$ cat src/logic/lsu_params_pkg.sv
/* word, tag and queue widths for the load/store unit,
   plus the default queue depths */
package lsu_params_pkg;

	// word-addressed data memory
	localparam int unsigned ADDR_W = 6;
	localparam int unsigned DATA_W = 32;

	// destination register tag
	localparam int unsigned TAG_W = 5;

	// default depths, overridden from the top
	localparam int unsigned SQ_DEPTH_DEF = 8;
	localparam int unsigned LQ_DEPTH_DEF = 4;

	// store-queue pointer with wrap bit, used as load position
	localparam int unsigned SQ_PTR_W = $clog2(SQ_DEPTH_DEF) + 1;

endpackage

$ cat src/logic/lsu_types_pkg.sv
/* command opcodes, load-queue entry states
   and the decoded store command */
package lsu_types_pkg;

	// upstream command kinds
	typedef enum logic [2:0] {
		OP_NONE      = 3'd0,
		OP_ST_DISP   = 3'd1,
		OP_ST_EXEC   = 3'd2,
		OP_LD_EXEC   = 3'd3,
		OP_ST_RETIRE = 3'd4
	} mem_op_e;

	// per-entry progress of a load
	typedef enum logic [1:0] {
		LQ_WAIT = 2'd0,
		LQ_MEM  = 2'd1,
		LQ_DONE = 2'd2
	} lq_state_e;

	// store execute payload, idx carries the wrap bit too
	typedef struct packed {
		logic [lsu_params_pkg::SQ_PTR_W-1:0] idx;
		logic [lsu_params_pkg::ADDR_W-1:0]   addr;
		logic [lsu_params_pkg::DATA_W-1:0]   data;
	} st_cmd_t;

endpackage

$ cat src/logic/sq_query_if.sv
/* age and forwarding query from the load queue to the store queue */
`timescale 1ns/1ns

interface sq_query_if #(
	parameter int unsigned SQ_DEPTH = lsu_params_pkg::SQ_DEPTH_DEF
);
	import lsu_params_pkg::*;

	logic [ADDR_W-1:0]         addr;
	// store-queue tail seen when the load was dispatched
	logic [$clog2(SQ_DEPTH):0] pos;
	logic                      older_known;
	logic                      fwd_hit;
	logic [DATA_W-1:0]         fwd_data;

	modport requester (
		output addr, pos,
		input  older_known, fwd_hit, fwd_data
	);

	modport responder (
		input  addr, pos,
		output older_known, fwd_hit, fwd_data
	);

endinterface

$ cat src/logic/mem_op_decode.sv
/* command register and opcode decode into store and load strobes */
`timescale 1ns/1ns

module mem_op_decode (
	input  logic                                clk,
	input  logic                                rst,
	input  logic                                cmd_valid_i,
	input  lsu_types_pkg::mem_op_e              cmd_op_i,
	input  logic [lsu_params_pkg::ADDR_W-1:0]   cmd_addr_i,
	input  logic [lsu_params_pkg::DATA_W-1:0]   cmd_data_i,
	input  logic [lsu_params_pkg::SQ_PTR_W-1:0] cmd_sq_idx_i,
	input  logic [lsu_params_pkg::TAG_W-1:0]    cmd_tag_i,
	output logic                                st_disp_o,
	output logic                                st_exec_o,
	output lsu_types_pkg::st_cmd_t              st_cmd_o,
	output logic                                st_retire_o,
	output logic                                ld_exec_o,
	output logic [lsu_params_pkg::ADDR_W-1:0]   ld_addr_o,
	output logic [lsu_params_pkg::TAG_W-1:0]    ld_tag_o,
	output logic [lsu_params_pkg::SQ_PTR_W-1:0] ld_pos_o
);
	import lsu_types_pkg::*;

	// one-hot strobes, one cycle after the command
	always_ff @(posedge clk) begin
		if (rst) begin
			st_disp_o   <= 1'b0;
			st_exec_o   <= 1'b0;
			st_retire_o <= 1'b0;
			ld_exec_o   <= 1'b0;
		end else begin
			st_disp_o   <= cmd_valid_i && (cmd_op_i == OP_ST_DISP);
			st_exec_o   <= cmd_valid_i && (cmd_op_i == OP_ST_EXEC);
			st_retire_o <= cmd_valid_i && (cmd_op_i == OP_ST_RETIRE);
			ld_exec_o   <= cmd_valid_i && (cmd_op_i == OP_LD_EXEC);
		end
	end

	// fields follow their strobe, sq index doubles as load position
	always_ff @(posedge clk) begin
		if (cmd_valid_i) begin
			st_cmd_o.idx  <= cmd_sq_idx_i;
			st_cmd_o.addr <= cmd_addr_i;
			st_cmd_o.data <= cmd_data_i;
			ld_addr_o     <= cmd_addr_i;
			ld_tag_o      <= cmd_tag_i;
			ld_pos_o      <= cmd_sq_idx_i;
		end
	end

	// upstream must never send an idle or undefined opcode as valid
	a_op_known: assert property (@(posedge clk) disable iff (rst)
		cmd_valid_i |-> cmd_op_i inside {OP_ST_DISP, OP_ST_EXEC, OP_LD_EXEC, OP_ST_RETIRE});

endmodule

$ cat src/logic/store_queue.sv
/* circular store queue with address tracking, forwarding to loads
   and in-order commit to the data memory */
`timescale 1ns/1ns

module store_queue #(
	parameter int unsigned SQ_DEPTH = lsu_params_pkg::SQ_DEPTH_DEF
) (
	input  logic                              clk,
	input  logic                              rst,
	input  logic                              st_disp_i,
	input  logic                              st_exec_i,
	input  lsu_types_pkg::st_cmd_t            st_cmd_i,
	input  logic                              st_retire_i,
	output logic [$clog2(SQ_DEPTH):0]         sq_tail_o,
	sq_query_if.responder                     query,
	output logic                              mem_we_o,
	output logic [lsu_params_pkg::ADDR_W-1:0] mem_waddr_o,
	output logic [lsu_params_pkg::DATA_W-1:0] mem_wdata_o
);
	import lsu_params_pkg::*;

	localparam int unsigned IW = $clog2(SQ_DEPTH);

	logic [ADDR_W-1:0]   st_addr [SQ_DEPTH];
	logic [DATA_W-1:0]   st_data [SQ_DEPTH];
	logic [SQ_DEPTH-1:0] addr_vld;
	logic [IW:0]         head;
	logic [IW:0]         tail;
	logic                full;
	logic                empty;
	logic [IW:0]         pos_diff;
	logic [IW:0]         older_cnt;
	logic [IW-1:0]       exec_idx;

	assign exec_idx  = st_cmd_i.idx[IW-1:0];
	assign full      = (head[IW] != tail[IW]) && (head[IW-1:0] == tail[IW-1:0]);
	assign empty     = (head == tail);
	// full pointer, so upstream hands loads a position with its wrap bit
	assign sq_tail_o = tail;

	// ************************************************************
	// age query
	// ************************************************************

	// stores older than the load sit in [head, pos)
	assign pos_diff = query.pos - head;
	// head already past the position means nothing older is left
	assign older_cnt = (pos_diff > SQ_DEPTH) ? '0 : pos_diff;

	// walk from oldest to youngest, last match wins
	always_comb begin
		logic [IW-1:0] ent;
		query.older_known = 1'b1;
		query.fwd_hit     = 1'b0;
		query.fwd_data    = '0;
		for (int k = 0; k < SQ_DEPTH; k++) begin
			ent = head[IW-1:0] + IW'(k);
			if (k < older_cnt) begin
				if (!addr_vld[ent]) begin
					query.older_known = 1'b0;
				end else if (st_addr[ent] == query.addr) begin
					query.fwd_hit  = 1'b1;
					query.fwd_data = st_data[ent];
				end
			end
		end
	end

	// ************************************************************
	// entries and commit
	// ************************************************************

	always_ff @(posedge clk) begin
		if (st_exec_i) begin
			st_addr[exec_idx] <= st_cmd_i.addr;
			st_data[exec_idx] <= st_cmd_i.data;
		end
		mem_waddr_o <= st_addr[head[IW-1:0]];
		mem_wdata_o <= st_data[head[IW-1:0]];
	end

	always_ff @(posedge clk) begin
		if (rst) begin
			head     <= '0;
			tail     <= '0;
			addr_vld <= '0;
			mem_we_o <= 1'b0;
		end else begin
			// head entry goes to memory the cycle after retire
			mem_we_o <= st_retire_i;
			if (st_disp_i) begin
				tail                   <= tail + 1'b1;
				addr_vld[tail[IW-1:0]] <= 1'b0;
			end
			if (st_exec_i) begin
				addr_vld[exec_idx] <= 1'b1;
			end
			if (st_retire_i) begin
				head <= head + 1'b1;
			end
		end
	end

	// credits bound dispatch, retire order comes from the ROB upstream
	a_disp_not_full: assert property (@(posedge clk) disable iff (rst)
		st_disp_i |-> !full);
	a_retire_ready: assert property (@(posedge clk) disable iff (rst)
		st_retire_i |-> !empty && addr_vld[head[IW-1:0]]);

endmodule

$ cat src/logic/load_queue.sv
/* load queue, in-order issue against older store addresses,
   forwarding or memory read, then in-order hand-off to writeback */
`timescale 1ns/1ns

module load_queue #(
	parameter int unsigned LQ_DEPTH = lsu_params_pkg::LQ_DEPTH_DEF
) (
	input  logic                                clk,
	input  logic                                rst,
	input  logic                                ld_exec_i,
	input  logic [lsu_params_pkg::ADDR_W-1:0]   ld_addr_i,
	input  logic [lsu_params_pkg::TAG_W-1:0]    ld_tag_i,
	input  logic [lsu_params_pkg::SQ_PTR_W-1:0] ld_pos_i,
	sq_query_if.requester                       query,
	output logic                                rd_req_o,
	output logic [lsu_params_pkg::ADDR_W-1:0]   rd_addr_o,
	input  logic                                rd_gnt_i,
	input  logic                                rd_valid_i,
	input  logic [lsu_params_pkg::DATA_W-1:0]   rd_data_i,
	output logic                                res_valid_o,
	output logic [lsu_params_pkg::TAG_W-1:0]    res_tag_o,
	output logic [lsu_params_pkg::DATA_W-1:0]   res_data_o,
	input  logic                                res_ready_i
);
	import lsu_params_pkg::*;
	import lsu_types_pkg::*;

	localparam int unsigned IW = $clog2(LQ_DEPTH);

	lq_state_e         state  [LQ_DEPTH];
	logic [ADDR_W-1:0] addr_q [LQ_DEPTH];
	logic [TAG_W-1:0]  tag_q  [LQ_DEPTH];
	logic [SQ_PTR_W-1:0] pos_q [LQ_DEPTH];
	logic [DATA_W-1:0] data_q [LQ_DEPTH];
	// head..iss issued, iss..tail still waiting
	logic [IW:0]       head;
	logic [IW:0]       iss;
	logic [IW:0]       tail;
	logic [IW-1:0]     rd_idx;
	logic              rd_busy;
	logic              full;
	logic              iss_ready;
	logic              fwd_take;
	logic              res_take;

	assign full = (head[IW] != tail[IW]) && (head[IW-1:0] == tail[IW-1:0]);

	// oldest waiting load asks the store queue
	assign query.addr = addr_q[iss[IW-1:0]];
	assign query.pos  = pos_q[iss[IW-1:0]];
	assign iss_ready  = (iss != tail) && query.older_known;
	assign fwd_take   = iss_ready && query.fwd_hit;

	// one memory read outstanding at a time
	assign rd_req_o  = iss_ready && !query.fwd_hit && !rd_busy;
	assign rd_addr_o = query.addr;

	assign res_valid_o = (head != iss) && (state[head[IW-1:0]] == LQ_DONE);
	assign res_tag_o   = tag_q[head[IW-1:0]];
	assign res_data_o  = data_q[head[IW-1:0]];
	assign res_take    = res_valid_o && res_ready_i;

	always_ff @(posedge clk) begin
		if (ld_exec_i) begin
			addr_q[tail[IW-1:0]] <= ld_addr_i;
			tag_q[tail[IW-1:0]]  <= ld_tag_i;
			pos_q[tail[IW-1:0]]  <= ld_pos_i;
		end
		if (fwd_take) begin
			data_q[iss[IW-1:0]] <= query.fwd_data;
		end
		if (rd_valid_i) begin
			data_q[rd_idx] <= rd_data_i;
		end
		if (rd_gnt_i) begin
			rd_idx <= iss[IW-1:0];
		end
	end

	always_ff @(posedge clk) begin
		if (rst) begin
			head    <= '0;
			iss     <= '0;
			tail    <= '0;
			rd_busy <= 1'b0;
			for (int k = 0; k < LQ_DEPTH; k++) begin
				state[k] <= LQ_WAIT;
			end
		end else begin
			if (ld_exec_i) begin
				tail                <= tail + 1'b1;
				state[tail[IW-1:0]] <= LQ_WAIT;
			end
			if (fwd_take) begin
				state[iss[IW-1:0]] <= LQ_DONE;
				iss                <= iss + 1'b1;
			end else if (rd_gnt_i) begin
				state[iss[IW-1:0]] <= LQ_MEM;
				iss                <= iss + 1'b1;
			end
			if (rd_gnt_i) begin
				rd_busy <= 1'b1;
			end else if (rd_valid_i) begin
				rd_busy <= 1'b0;
			end
			if (rd_valid_i) begin
				state[rd_idx] <= LQ_DONE;
			end
			if (res_take) begin
				head <= head + 1'b1;
			end
		end
	end

	a_ld_not_full: assert property (@(posedge clk) disable iff (rst)
		ld_exec_i |-> !full);
	// memory answers a grant two cycles later, into the entry waiting for it
	a_rd_return: assert property (@(posedge clk) disable iff (rst)
		rd_gnt_i |-> ##2 (rd_valid_i && state[rd_idx] == LQ_MEM));

endmodule

$ cat src/logic/data_mem.sv
/* word memory with commit-first arbitration and a two-stage read */
`timescale 1ns/1ns

module data_mem #(
	parameter int unsigned MEM_WORDS = 64
) (
	input  logic                              clk,
	input  logic                              we_i,
	input  logic [lsu_params_pkg::ADDR_W-1:0] waddr_i,
	input  logic [lsu_params_pkg::DATA_W-1:0] wdata_i,
	output logic                              commit_done_o,
	input  logic                              rd_req_i,
	input  logic [lsu_params_pkg::ADDR_W-1:0] rd_addr_i,
	output logic                              rd_gnt_o,
	output logic                              rd_valid_o,
	output logic [lsu_params_pkg::DATA_W-1:0] rd_data_o
);
	import lsu_params_pkg::*;

	logic [DATA_W-1:0] mem [MEM_WORDS];
	logic              rd_v1;
	logic [DATA_W-1:0] rd_d1;

	// a commit owns the port for its cycle
	assign rd_gnt_o = rd_req_i && !we_i;

	always_ff @(posedge clk) begin
		if (we_i) begin
			mem[waddr_i] <= wdata_i;
		end
		commit_done_o <= we_i;
		// stage 1 array read, stage 2 output register
		rd_v1      <= rd_gnt_o;
		rd_d1      <= mem[rd_addr_i];
		rd_valid_o <= rd_v1;
		rd_data_o  <= rd_d1;
	end

endmodule

$ cat src/logic/load_result.sv
/* writeback register for load results and load credit return */
`timescale 1ns/1ns

module load_result (
	input  logic                              clk,
	input  logic                              rst,
	input  logic                              res_valid_i,
	input  logic [lsu_params_pkg::TAG_W-1:0]  res_tag_i,
	input  logic [lsu_params_pkg::DATA_W-1:0] res_data_i,
	output logic                              res_ready_o,
	output logic                              wb_valid_o,
	output logic [lsu_params_pkg::TAG_W-1:0]  wb_tag_o,
	output logic [lsu_params_pkg::DATA_W-1:0] wb_data_o,
	output logic                              lq_credit_o
);
	logic take;

	// nothing stalls the writeback, the register drains every cycle
	assign res_ready_o = 1'b1;
	assign take        = res_valid_i && res_ready_o;

	always_ff @(posedge clk) begin
		if (rst) begin
			wb_valid_o  <= 1'b0;
			lq_credit_o <= 1'b0;
		end else begin
			wb_valid_o  <= take;
			// the load-queue slot is already free once accepted
			lq_credit_o <= take;
		end
	end

	always_ff @(posedge clk) begin
		if (take) begin
			wb_tag_o  <= res_tag_i;
			wb_data_o <= res_data_i;
		end
	end

endmodule

$ cat src/logic/lsu_top.sv
/* load/store unit top: decode, store and load queues,
   data memory and result writeback */
`timescale 1ns/1ns

module lsu_top #(
	parameter int unsigned SQ_DEPTH = lsu_params_pkg::SQ_DEPTH_DEF,
	parameter int unsigned LQ_DEPTH = lsu_params_pkg::LQ_DEPTH_DEF
) (
	input  logic                                clk,
	input  logic                                rst,
	input  logic                                cmd_valid_i,
	input  lsu_types_pkg::mem_op_e              cmd_op_i,
	input  logic [lsu_params_pkg::ADDR_W-1:0]   cmd_addr_i,
	input  logic [lsu_params_pkg::DATA_W-1:0]   cmd_data_i,
	input  logic [lsu_params_pkg::SQ_PTR_W-1:0] cmd_sq_idx_i,
	input  logic [lsu_params_pkg::TAG_W-1:0]    cmd_tag_i,
	output logic [$clog2(SQ_DEPTH):0]           sq_tail_o,
	output logic                                sq_credit_o,
	output logic                                lq_credit_o,
	output logic                                wb_valid_o,
	output logic [lsu_params_pkg::TAG_W-1:0]    wb_tag_o,
	output logic [lsu_params_pkg::DATA_W-1:0]   wb_data_o
);
	import lsu_params_pkg::*;
	import lsu_types_pkg::*;

	// decode to queues
	logic              st_disp;
	logic              st_exec;
	logic              st_retire;
	st_cmd_t           st_cmd;
	logic              ld_exec;
	logic [ADDR_W-1:0] ld_addr;
	logic [TAG_W-1:0]  ld_tag;
	logic [SQ_PTR_W-1:0] ld_pos;

	// queues to memory
	logic              mem_we;
	logic [ADDR_W-1:0] mem_waddr;
	logic [DATA_W-1:0] mem_wdata;
	logic              rd_req;
	logic [ADDR_W-1:0] rd_addr;
	logic              rd_gnt;
	logic              rd_valid;
	logic [DATA_W-1:0] rd_data;

	// load queue to writeback
	logic              res_valid;
	logic [TAG_W-1:0]  res_tag;
	logic [DATA_W-1:0] res_data;
	logic              res_ready;

	sq_query_if #(.SQ_DEPTH(SQ_DEPTH)) sq_query ();

	mem_op_decode decode (
		.clk, .rst,
		.cmd_valid_i, .cmd_op_i, .cmd_addr_i, .cmd_data_i, .cmd_sq_idx_i, .cmd_tag_i,
		.st_disp_o(st_disp), .st_exec_o(st_exec), .st_cmd_o(st_cmd),
		.st_retire_o(st_retire), .ld_exec_o(ld_exec), .ld_addr_o(ld_addr),
		.ld_tag_o(ld_tag), .ld_pos_o(ld_pos)
	);

	store_queue #(.SQ_DEPTH(SQ_DEPTH)) execute_sq (
		.clk, .rst,
		.st_disp_i(st_disp), .st_exec_i(st_exec), .st_cmd_i(st_cmd),
		.st_retire_i(st_retire), .sq_tail_o, .query(sq_query.responder),
		.mem_we_o(mem_we), .mem_waddr_o(mem_waddr), .mem_wdata_o(mem_wdata)
	);

	load_queue #(.LQ_DEPTH(LQ_DEPTH)) execute_lq (
		.clk, .rst,
		.ld_exec_i(ld_exec), .ld_addr_i(ld_addr), .ld_tag_i(ld_tag), .ld_pos_i(ld_pos),
		.query(sq_query.requester),
		.rd_req_o(rd_req), .rd_addr_o(rd_addr), .rd_gnt_i(rd_gnt),
		.rd_valid_i(rd_valid), .rd_data_i(rd_data),
		.res_valid_o(res_valid), .res_tag_o(res_tag), .res_data_o(res_data),
		.res_ready_i(res_ready)
	);

	// store credit is the commit acknowledge
	data_mem #(.MEM_WORDS(64)) dmem (
		.clk,
		.we_i(mem_we), .waddr_i(mem_waddr), .wdata_i(mem_wdata),
		.commit_done_o(sq_credit_o),
		.rd_req_i(rd_req), .rd_addr_i(rd_addr), .rd_gnt_o(rd_gnt),
		.rd_valid_o(rd_valid), .rd_data_o(rd_data)
	);

	load_result result (
		.clk, .rst,
		.res_valid_i(res_valid), .res_tag_i(res_tag), .res_data_i(res_data),
		.res_ready_o(res_ready),
		.wb_valid_o, .wb_tag_o, .wb_data_o, .lq_credit_o
	);

endmodule

$ cat config.mk
export PLATFORM = sky130hd
export DESIGN_NAME = lsu_top
export DESIGN_NICKNAME = d
export VERILOG_FILES = /design/src/logic/lsu_params_pkg.sv /design/src/logic/lsu_types_pkg.sv /design/src/logic/sq_query_if.sv /design/src/logic/mem_op_decode.sv /design/src/logic/store_queue.sv /design/src/logic/load_queue.sv /design/src/logic/data_mem.sv /design/src/logic/load_result.sv /design/src/logic/lsu_top.sv
export SDC_FILE = /design/constraint.sdc
export NUM_CORES = 2
export LEC_CHECK = 0
export BUFFER_PORTS_ARGS = -buffer_cell sky130_fd_sc_hd__buf_2
export CAP_MARGIN = 20
export CELL_PAD_IN_SITES_DETAIL_PLACEMENT = 1
export CELL_PAD_IN_SITES_GLOBAL_PLACEMENT = 2
export CORE_ASPECT_RATIO = 0.8
export CORE_UTILIZATION = 53
export CTS_CLUSTER_DIAMETER = 50
export DETAILED_ROUTE_END_ITERATION = 12
export PLACE_DENSITY = 0.88
export SYNTH_ARGS = -nofsm -noshare
export SYNTH_HDL_FRONTEND = slang
export SYNTH_SLANG_ARGS = --single-unit
$ cat constraint.sdc
create_clock -name clk -period 8.25 [get_ports clk]
set_input_delay 0.825 -clock clk [delete_from_list [all_inputs] [get_ports clk]]
set_output_delay 0.825 -clock clk [all_outputs]
set_load 0.05 [all_outputs]
======== Yosys cells after proc, flatten, opt, wreduce, memory -nomap -nowiden ========
Memory sizes are Yosys's and may differ from the RTL's. A register that Yosys moved wholly into a read port is not among the register bits.
Index checks and enable logic that the tools add are counted.
word-level totals
  output and inout bits ................... 44
  flip-flop bits (word level) ............. 154
  memories kept ........................... 8
  bits in writable memories ............... 2,548
memories
  memory              depth  bits a word  rd ports  clocked after memory_dff  write ports  line               text
  dmem.mem            64     32           1         1                         1            data_mem.sv:20     logic [DATA_W-1:0] mem [MEM_WORDS];
  execute_sq.st_data  8      32           8         1                         1            store_queue.sv:25  logic [DATA_W-1:0] st_data [SQ_DEPTH];
  execute_lq.data_q   4      32           1         1                         2            load_queue.sv:34   logic [DATA_W-1:0] data_q [LQ_DEPTH];
  execute_sq.st_addr  8      6            8         1                         1            store_queue.sv:24  logic [ADDR_W-1:0] st_addr [SQ_DEPTH];
  execute_lq.addr_q   4      6            1         1                         1            load_queue.sv:31   logic [ADDR_W-1:0] addr_q [LQ_DEPTH];
  execute_lq.tag_q    4      5            1         1                         1            load_queue.sv:32   logic [TAG_W-1:0] tag_q [LQ_DEPTH];
  +2 memories         n/a    n/a          n/a       n/a                       n/a          n/a
cells by class
  magnitude comparators ................... 21
  bitwise logic cells ..................... 4
  eq/ne operators ......................... 15
  reduce and logical (&&, ||, !) cells .... 20
  add/subtract/negate cells ............... 13
  multiplexer cells ....................... 134
operators with widths
  kind                                                                   count
  32-bit two-way mux                                                     24
  1-bit two-way mux                                                      77
  6-bit == test                                                          8
  3-bit by 4-bit < comparator with 1-bit output, second input constant   10
  2-bit two-way mux                                                      13
  1-bit binary-select mux with 3-bit select                              8
  8-bit two-way mux                                                      3
  3-bit two-way mux                                                      6
  3-bit by 4-bit < comparator with 1-bit output, first input constant    4
  3-bit by 1-bit adder with 3-bit output, second input constant          4
  3-bit adder, second input constant                                     4
  1-bit logical AND                                                      12
  4-bit by 1-bit adder with 4-bit output, second input constant          2
  8-bit AND                                                              1
  1-bit by 4-bit < comparator with 1-bit output, first input constant    2
  2-bit by 4-bit < comparator with 1-bit output, first input constant    2
  8-bit NOT                                                              1
  8-bit bitwise OR                                                       1
  3-bit by 2-bit adder with 3-bit output, second input constant          2
  1-bit demux with 3-bit select                                          2
  3-bit by 2-bit == test with 1-bit output, second input constant        2
  3-bit by 1-bit >= comparator with 1-bit output, second input constant  2
  3-bit inequality test                                                  2
  2-bit OR reduction                                                     3
  other kinds (9)                                                        12

======== Depth between registers and ports, before layout ========
  depth in word-level cells ............... 37
  gate-level depth with buffers ........... 22
  depth with buffers taken out ............ 13

======== By module ========
Synthesis repeated with hierarchy kept, for this count alone.
second synthesis, totals
  cell total of the unflattened synthesis .. 6,235
  area, all modules ....................... 118,915.3 µm²
by module, submodules not included
  module         times used  area an instance (µm²)  seq. area each (µm²)  cells an instance
  data_mem       1           79,201.0                62,840.3              3,542
  store_queue    1           27,363.7                10,289.9              2,051
  load_queue     1           9,572.9                 6,145.9               532
  mem_op_decode  1           1,614.0                 1,491.4               68
  load_result    1           1,163.6                 1,131.1               42

======== Least setup slack after synthesis ========
Ideal clock, no wire load.
  path kind ............................... register -> register
  start point ............................. register execute_sq.head[1]
  end point ............................... memory execute_lq.data_q[3][0] (enable)
  cell stages (with the launch flop) ...... 21
  setup slack ............................. 3.030 ns
  arrival ................................. 4.831 ns
  path buffers ............................ 8
  cells stage by stage .................... dfxtp_1 > buf_4 > buf_2 > inv_2 > buf_1 > clkbuf_1 > ha_1 > buf_4 > buf_4 > buf_4 > mux4_2 > mux2i_1 > xor2_1 > nand3b_1 > or3_1 > o211ai_1 > or3_1 > buf_2 > and2_4 > nand2_1 > nand2_1
RTL lines
  what                      line               text
  start: declaration        store_queue.sv:27  logic [IW:0] head;
  start signal: assignment  store_queue.sv:99  head <= head + 1'b1;
  end: declaration          load_queue.sv:34

==> summary.md <==
| Metric | Value |
|---|---|
| Status | `finished, final reports clean` |
| Layout cell share with drive strength beyond 1 | `27.9%` |
| Most common cell after layout, fill and taps aside | `edfxtp_1` |
| Final min period | `6380 ps` |
| Distinct cells, synth | `85` |
| Reg power frac | `53.1%` |
| Adder-Cell Fraction of Synth Area | `0.183%` |
| Synth Flop Type | `edfxtp_1` |
| PwrDens | `216 nW/um^2` |
| Critical path buffers and inverters | `2` |
| Initial antenna violation count | `22` |
| Top cells by area, synth | `edfxtp_1 (66%), mux4_2 (18%), dfxtp_1 (2.5%), mux2i_1 (1.8%), nand2_1 (1.4%)` |
| GPL Wtd Cong | `0.896` |
| Internal | `23.0 mW` |
| Clock Power Share | `44.8%` |
| Dpl ws | `1950 ps` |
| EDFF count, synth | `2626` |
| Compound-cell area share of the yosys netlist | `5.07%` |
| Most frequent cells in the layout | `edfxtp_1 (2626), mux4_2 (947), nand2_1 (442), clkbuf_16 (292), a21oi_1 (226)` |
| Cell family with most CP delay | `simple AND/OR/NAND/NOR gates` |
| Fill cell count | `19.1k` |
| Total negative slack | `0 ps` |
| Fin worst setup slack | `1870 ps` |
| Number of global-route vias before repair | `71.6k` |
| Tot GR Track Use | `31.6%` |
| Drt drc | `0` |
| CTS tree | `yes` |
| Detailed placement HPWL | `201000 um` |
| Final worst-path cycle share | `77.3%` |
| Cts-stage hold buffer count | `0` |
| Num rows | `156` |
| Pwr Total | `29.0 mW` |
| Worst hold path class | `in2reg` |
| Routed vias/inst | `7.06` |
| Crit path launch type | `flop` |
| Worst-skew pair later-pin latency | `890 ps` |
| Leak pwr | `41.8 nW` |
| Max Clock Freq | `0.157 GHz` |
| CP Data Arrival Time | `6920 ps` |
| Instance count on the critical path | `14` |
| Synth Cell Area | `120000 um^2` |
| Placed Instance Area | `125000 um^2` |
| Fin area | `134000 um^2` |
| Die H | `428 um` |
| Synth Instances | `6503` |
| Worst Max-Slew Pin Slew | `1410 ps` |
| Worst Setup End Kind | `flop` |
| Crit Reg-Reg Endpoint | `execute_lq.data_q[3][28]$_DFFE_PP_` |
| Ports | `97` |
| Worst path slowest cell | `dfxtp_1` |
| Total core area | `226000 um^2` |
| Post-synthesis xor/xnor area fraction | `0.583%` |
| Max-cap violations | `0` |
| Placed insts | `9324` |
| Final wirelength | `362000 um` |
| Slew Viols, Final | `0` |
| Post-synthesis mux area share | `20.1%` |
| Vias | `69.4k` |
| Worst path required time | `8790 ps` |
| Gr ovfl total | `0` |
| Setup Buffers After CTS | `0` |
| Clock sink total | `2778` |
| Non-Filler Instances | `9843` |
| Register clock-pin slew on the reported worst setup and hold paths | `70 ps` |
| Critical Path End | `execute_lq.data_q[3][28]$_DFFE_PP_` |
| Wirelength per Cell | `36.8 um` |
| Unrepaired setup endpoints after global routing | `false` |
| Starting Density | `53.3%` |
| Sw Share | `20.8%` |
| First-pass GRT wire length | `516000 um` |
| Worst clock skew | `63.0 ps` |
| NetSw | `6.04 mW` |
| P&R area growth vs syn | `11.6%` |
| Max H-tree Level | `5` |
| Die footprint | `229000 um^2` |
| Main combinational cell family by area after synthesis | `multiplexers` |
| # setup viols final | `0` |
| Worst R2R Path Depth | `14` |
| Logic pwr share | `2.0%` |
| Synthesized net count | `6573` |
| First-pass DRT Iterations | `8` |
| Syn avg cell area | `18.5 um^2` |
| Post-DRT Antenna Nets | `0` |
| Worst path max stage delay | `880 ps` |
| Hold path cells | `1` |
| Area leader, netlist | `edfxtp_1` |
| Final net count | `6686` |
| CP max FO | `30` |
| Final Hold Vio Count | `0` |
| Die W | `535 um` |
| # port buffers | `96` |
| Seq/Total Area, Yosys | `68.1%` |
| Synth Area in Simple Gates | `4.06%` |
| Worst rel slew slack | `5.13%` |
| Peak supply drop | `195 uV` |
| Maximum clock path buffer count | `4` |
| Worst Path Class, Setup | `reg2reg` |
| FF-to-FF setup slack | `1870 ps` |
| Ys Warns | `0` |
| Pin count of the biggest net entering global routing | `113` |
| Post-synth ARST share | `0%` |
| First DRT Iteration DRCs | `9823` |
| Post-synth top area share | `65.6%` |
| CTS resizes | `0` |
| Seq cells post-synth | `2778` |
| Cell Chain, Critical Path | `mux4_2, ha_1, nor2b_1, a221oi_2, xnor3_1, and3_1, o211ai_4, buf_4, o211ai_1, or3_1, and2_4, nand2_1, nand2_1, buf_4` |
| Clock Tree Root | `clkbuf_16` |
| Cts bufs inserted | `286` |
-- how the worst min path moves through the flow --
stage | to | startpoint
global placement | dmem.rd_valid_o$_DFF_P_ | dmem.rd_v1$_DFF_P_
finish | decode.st_cmd_o[1]$_DFFE_PP_ | cmd_data_i[1]
detailed placement | dmem.rd_data_o[12]$_DFF_P_ | dmem.rd_d1[12]$_DFF_P_
CTS | decode.st_cmd_o[1]$_DFFE_PP_ | cmd_data_i[1]
global route | decode.st_cmd_o[1]$_DFFE_PP_ | cmd_data_i[1]
floorplan | dmem.rd_data_o[0]$_DFF_P_ | dmem.rd_d1[0]$_DFF_P_
-- cell families (layout without fill, tap and decap cells) --
kind of cell    count (synthesis)  after routing
flops                        2778           2778
mux                          1222           1222
simple gates                 1046           1046
compound gates                862            862
buf+inv                       504            838
xor+xnor                       74             74
fa+ha+maj                      17             17
other cells                     0              4
-- layout make-up --
cell class	instances	area, um^2	area share (%)
sequential	2778	82000	61.1
multi-input combinational	3221	36800	27.4
clock buffer	373	7730	5.76
tap	3002	3760	2.80
timing repair buffer	308	2320	1.73
clock inverter	136	1520	1.13
inverter	21	78.8	0.0587
antenna	4	10.0	0.00746
-- Yosys cell counts (19+ instances only) --
cell type	n
clkbuf_1	264
buf_1	35
o21ai_0	36
mux2i_1	213
mux4_2	953
nor2_1	207
nor3_1	72
a211oi_1	176
nor3b_1	23
nand3_1	34
xor2_1	29
a21oi_1	227
nor2b_1	23
inv_1	19
a311oi_1	80
dfxtp_1	152
buf_4	35
o211ai_1	21
buf_2	141
o31ai_1	84
a22oi_1	26
a31oi_1	85
edfxtp_1	2626
mux2_2	55
nand2_1	442
nand3b_1	19
and2_1	156
xnor2_1	41
-- power groups by stage --
stage	Sequential [mW]	Combinational, mW	Clock (mW)
3_5_place_dp	15.7	0.567	0
4_1_cts	15.4	0.574	13.1
3_3_place_gp	15.7	0.547	0
2_1_floorplan	15.7	0.353	0
5_1_grt	15.4	0.611	13.6
6_report	15.4	0.585	13.0
-- layer usage --
metal	vias to the layer above	global-route usage [%]	routed length, um
met5	-	0	116
met3	816	7.66	43600
met1	36900	44.7	137000
met4	16	13.3	16400
met2	4543	47.5	165000
li1	27200	-	-
-- flip-flops by register name, indices dropped and copies added, names as in the netlist, 8 cells and up, named ones only --
name                    cells
decode.st_cmd_o            42
dmem.mem                 2048
dmem.rd_d1                 32
dmem.rd_data_o             32
execute_lq.addr_q          24
execute_lq.data_q         128
execute_lq.pos_q           16
execute_lq.state            8
execute_lq.tag_q           20
execute_sq.addr_vld         8
execute_sq.mem_wdata_o     32
execute_sq.st_addr         48
execute_sq.st_data        256
result.wb_data_o           32
-- metrics by stage --
stage / hold WS [ps] / util (%)
2_1_floorplan: 310 / -
3_3_place_gp: 315 / 55.3
3_5_place_dp: 316 / 55.3
4_1_cts: 83.3 / 59.4
5_1_grt: 114 / 59.4
6_report: 124 / 59.4
-- worst reg2reg max path: stages (launching register included) --
cell and delay, ps:
dfxtp_1 880, mux4_2 640, ha_1 380, nor2b_1 180, a221oi_2 520, xnor3_1 530
and3_1 270, o211ai_4 150, buf_4 500, o211ai_1 170, or3_1 500, and2_4 250
nand2_1 60, nand2_1 490, buf_4 520
No activity file was read; power rests on OpenSTA's default activity.
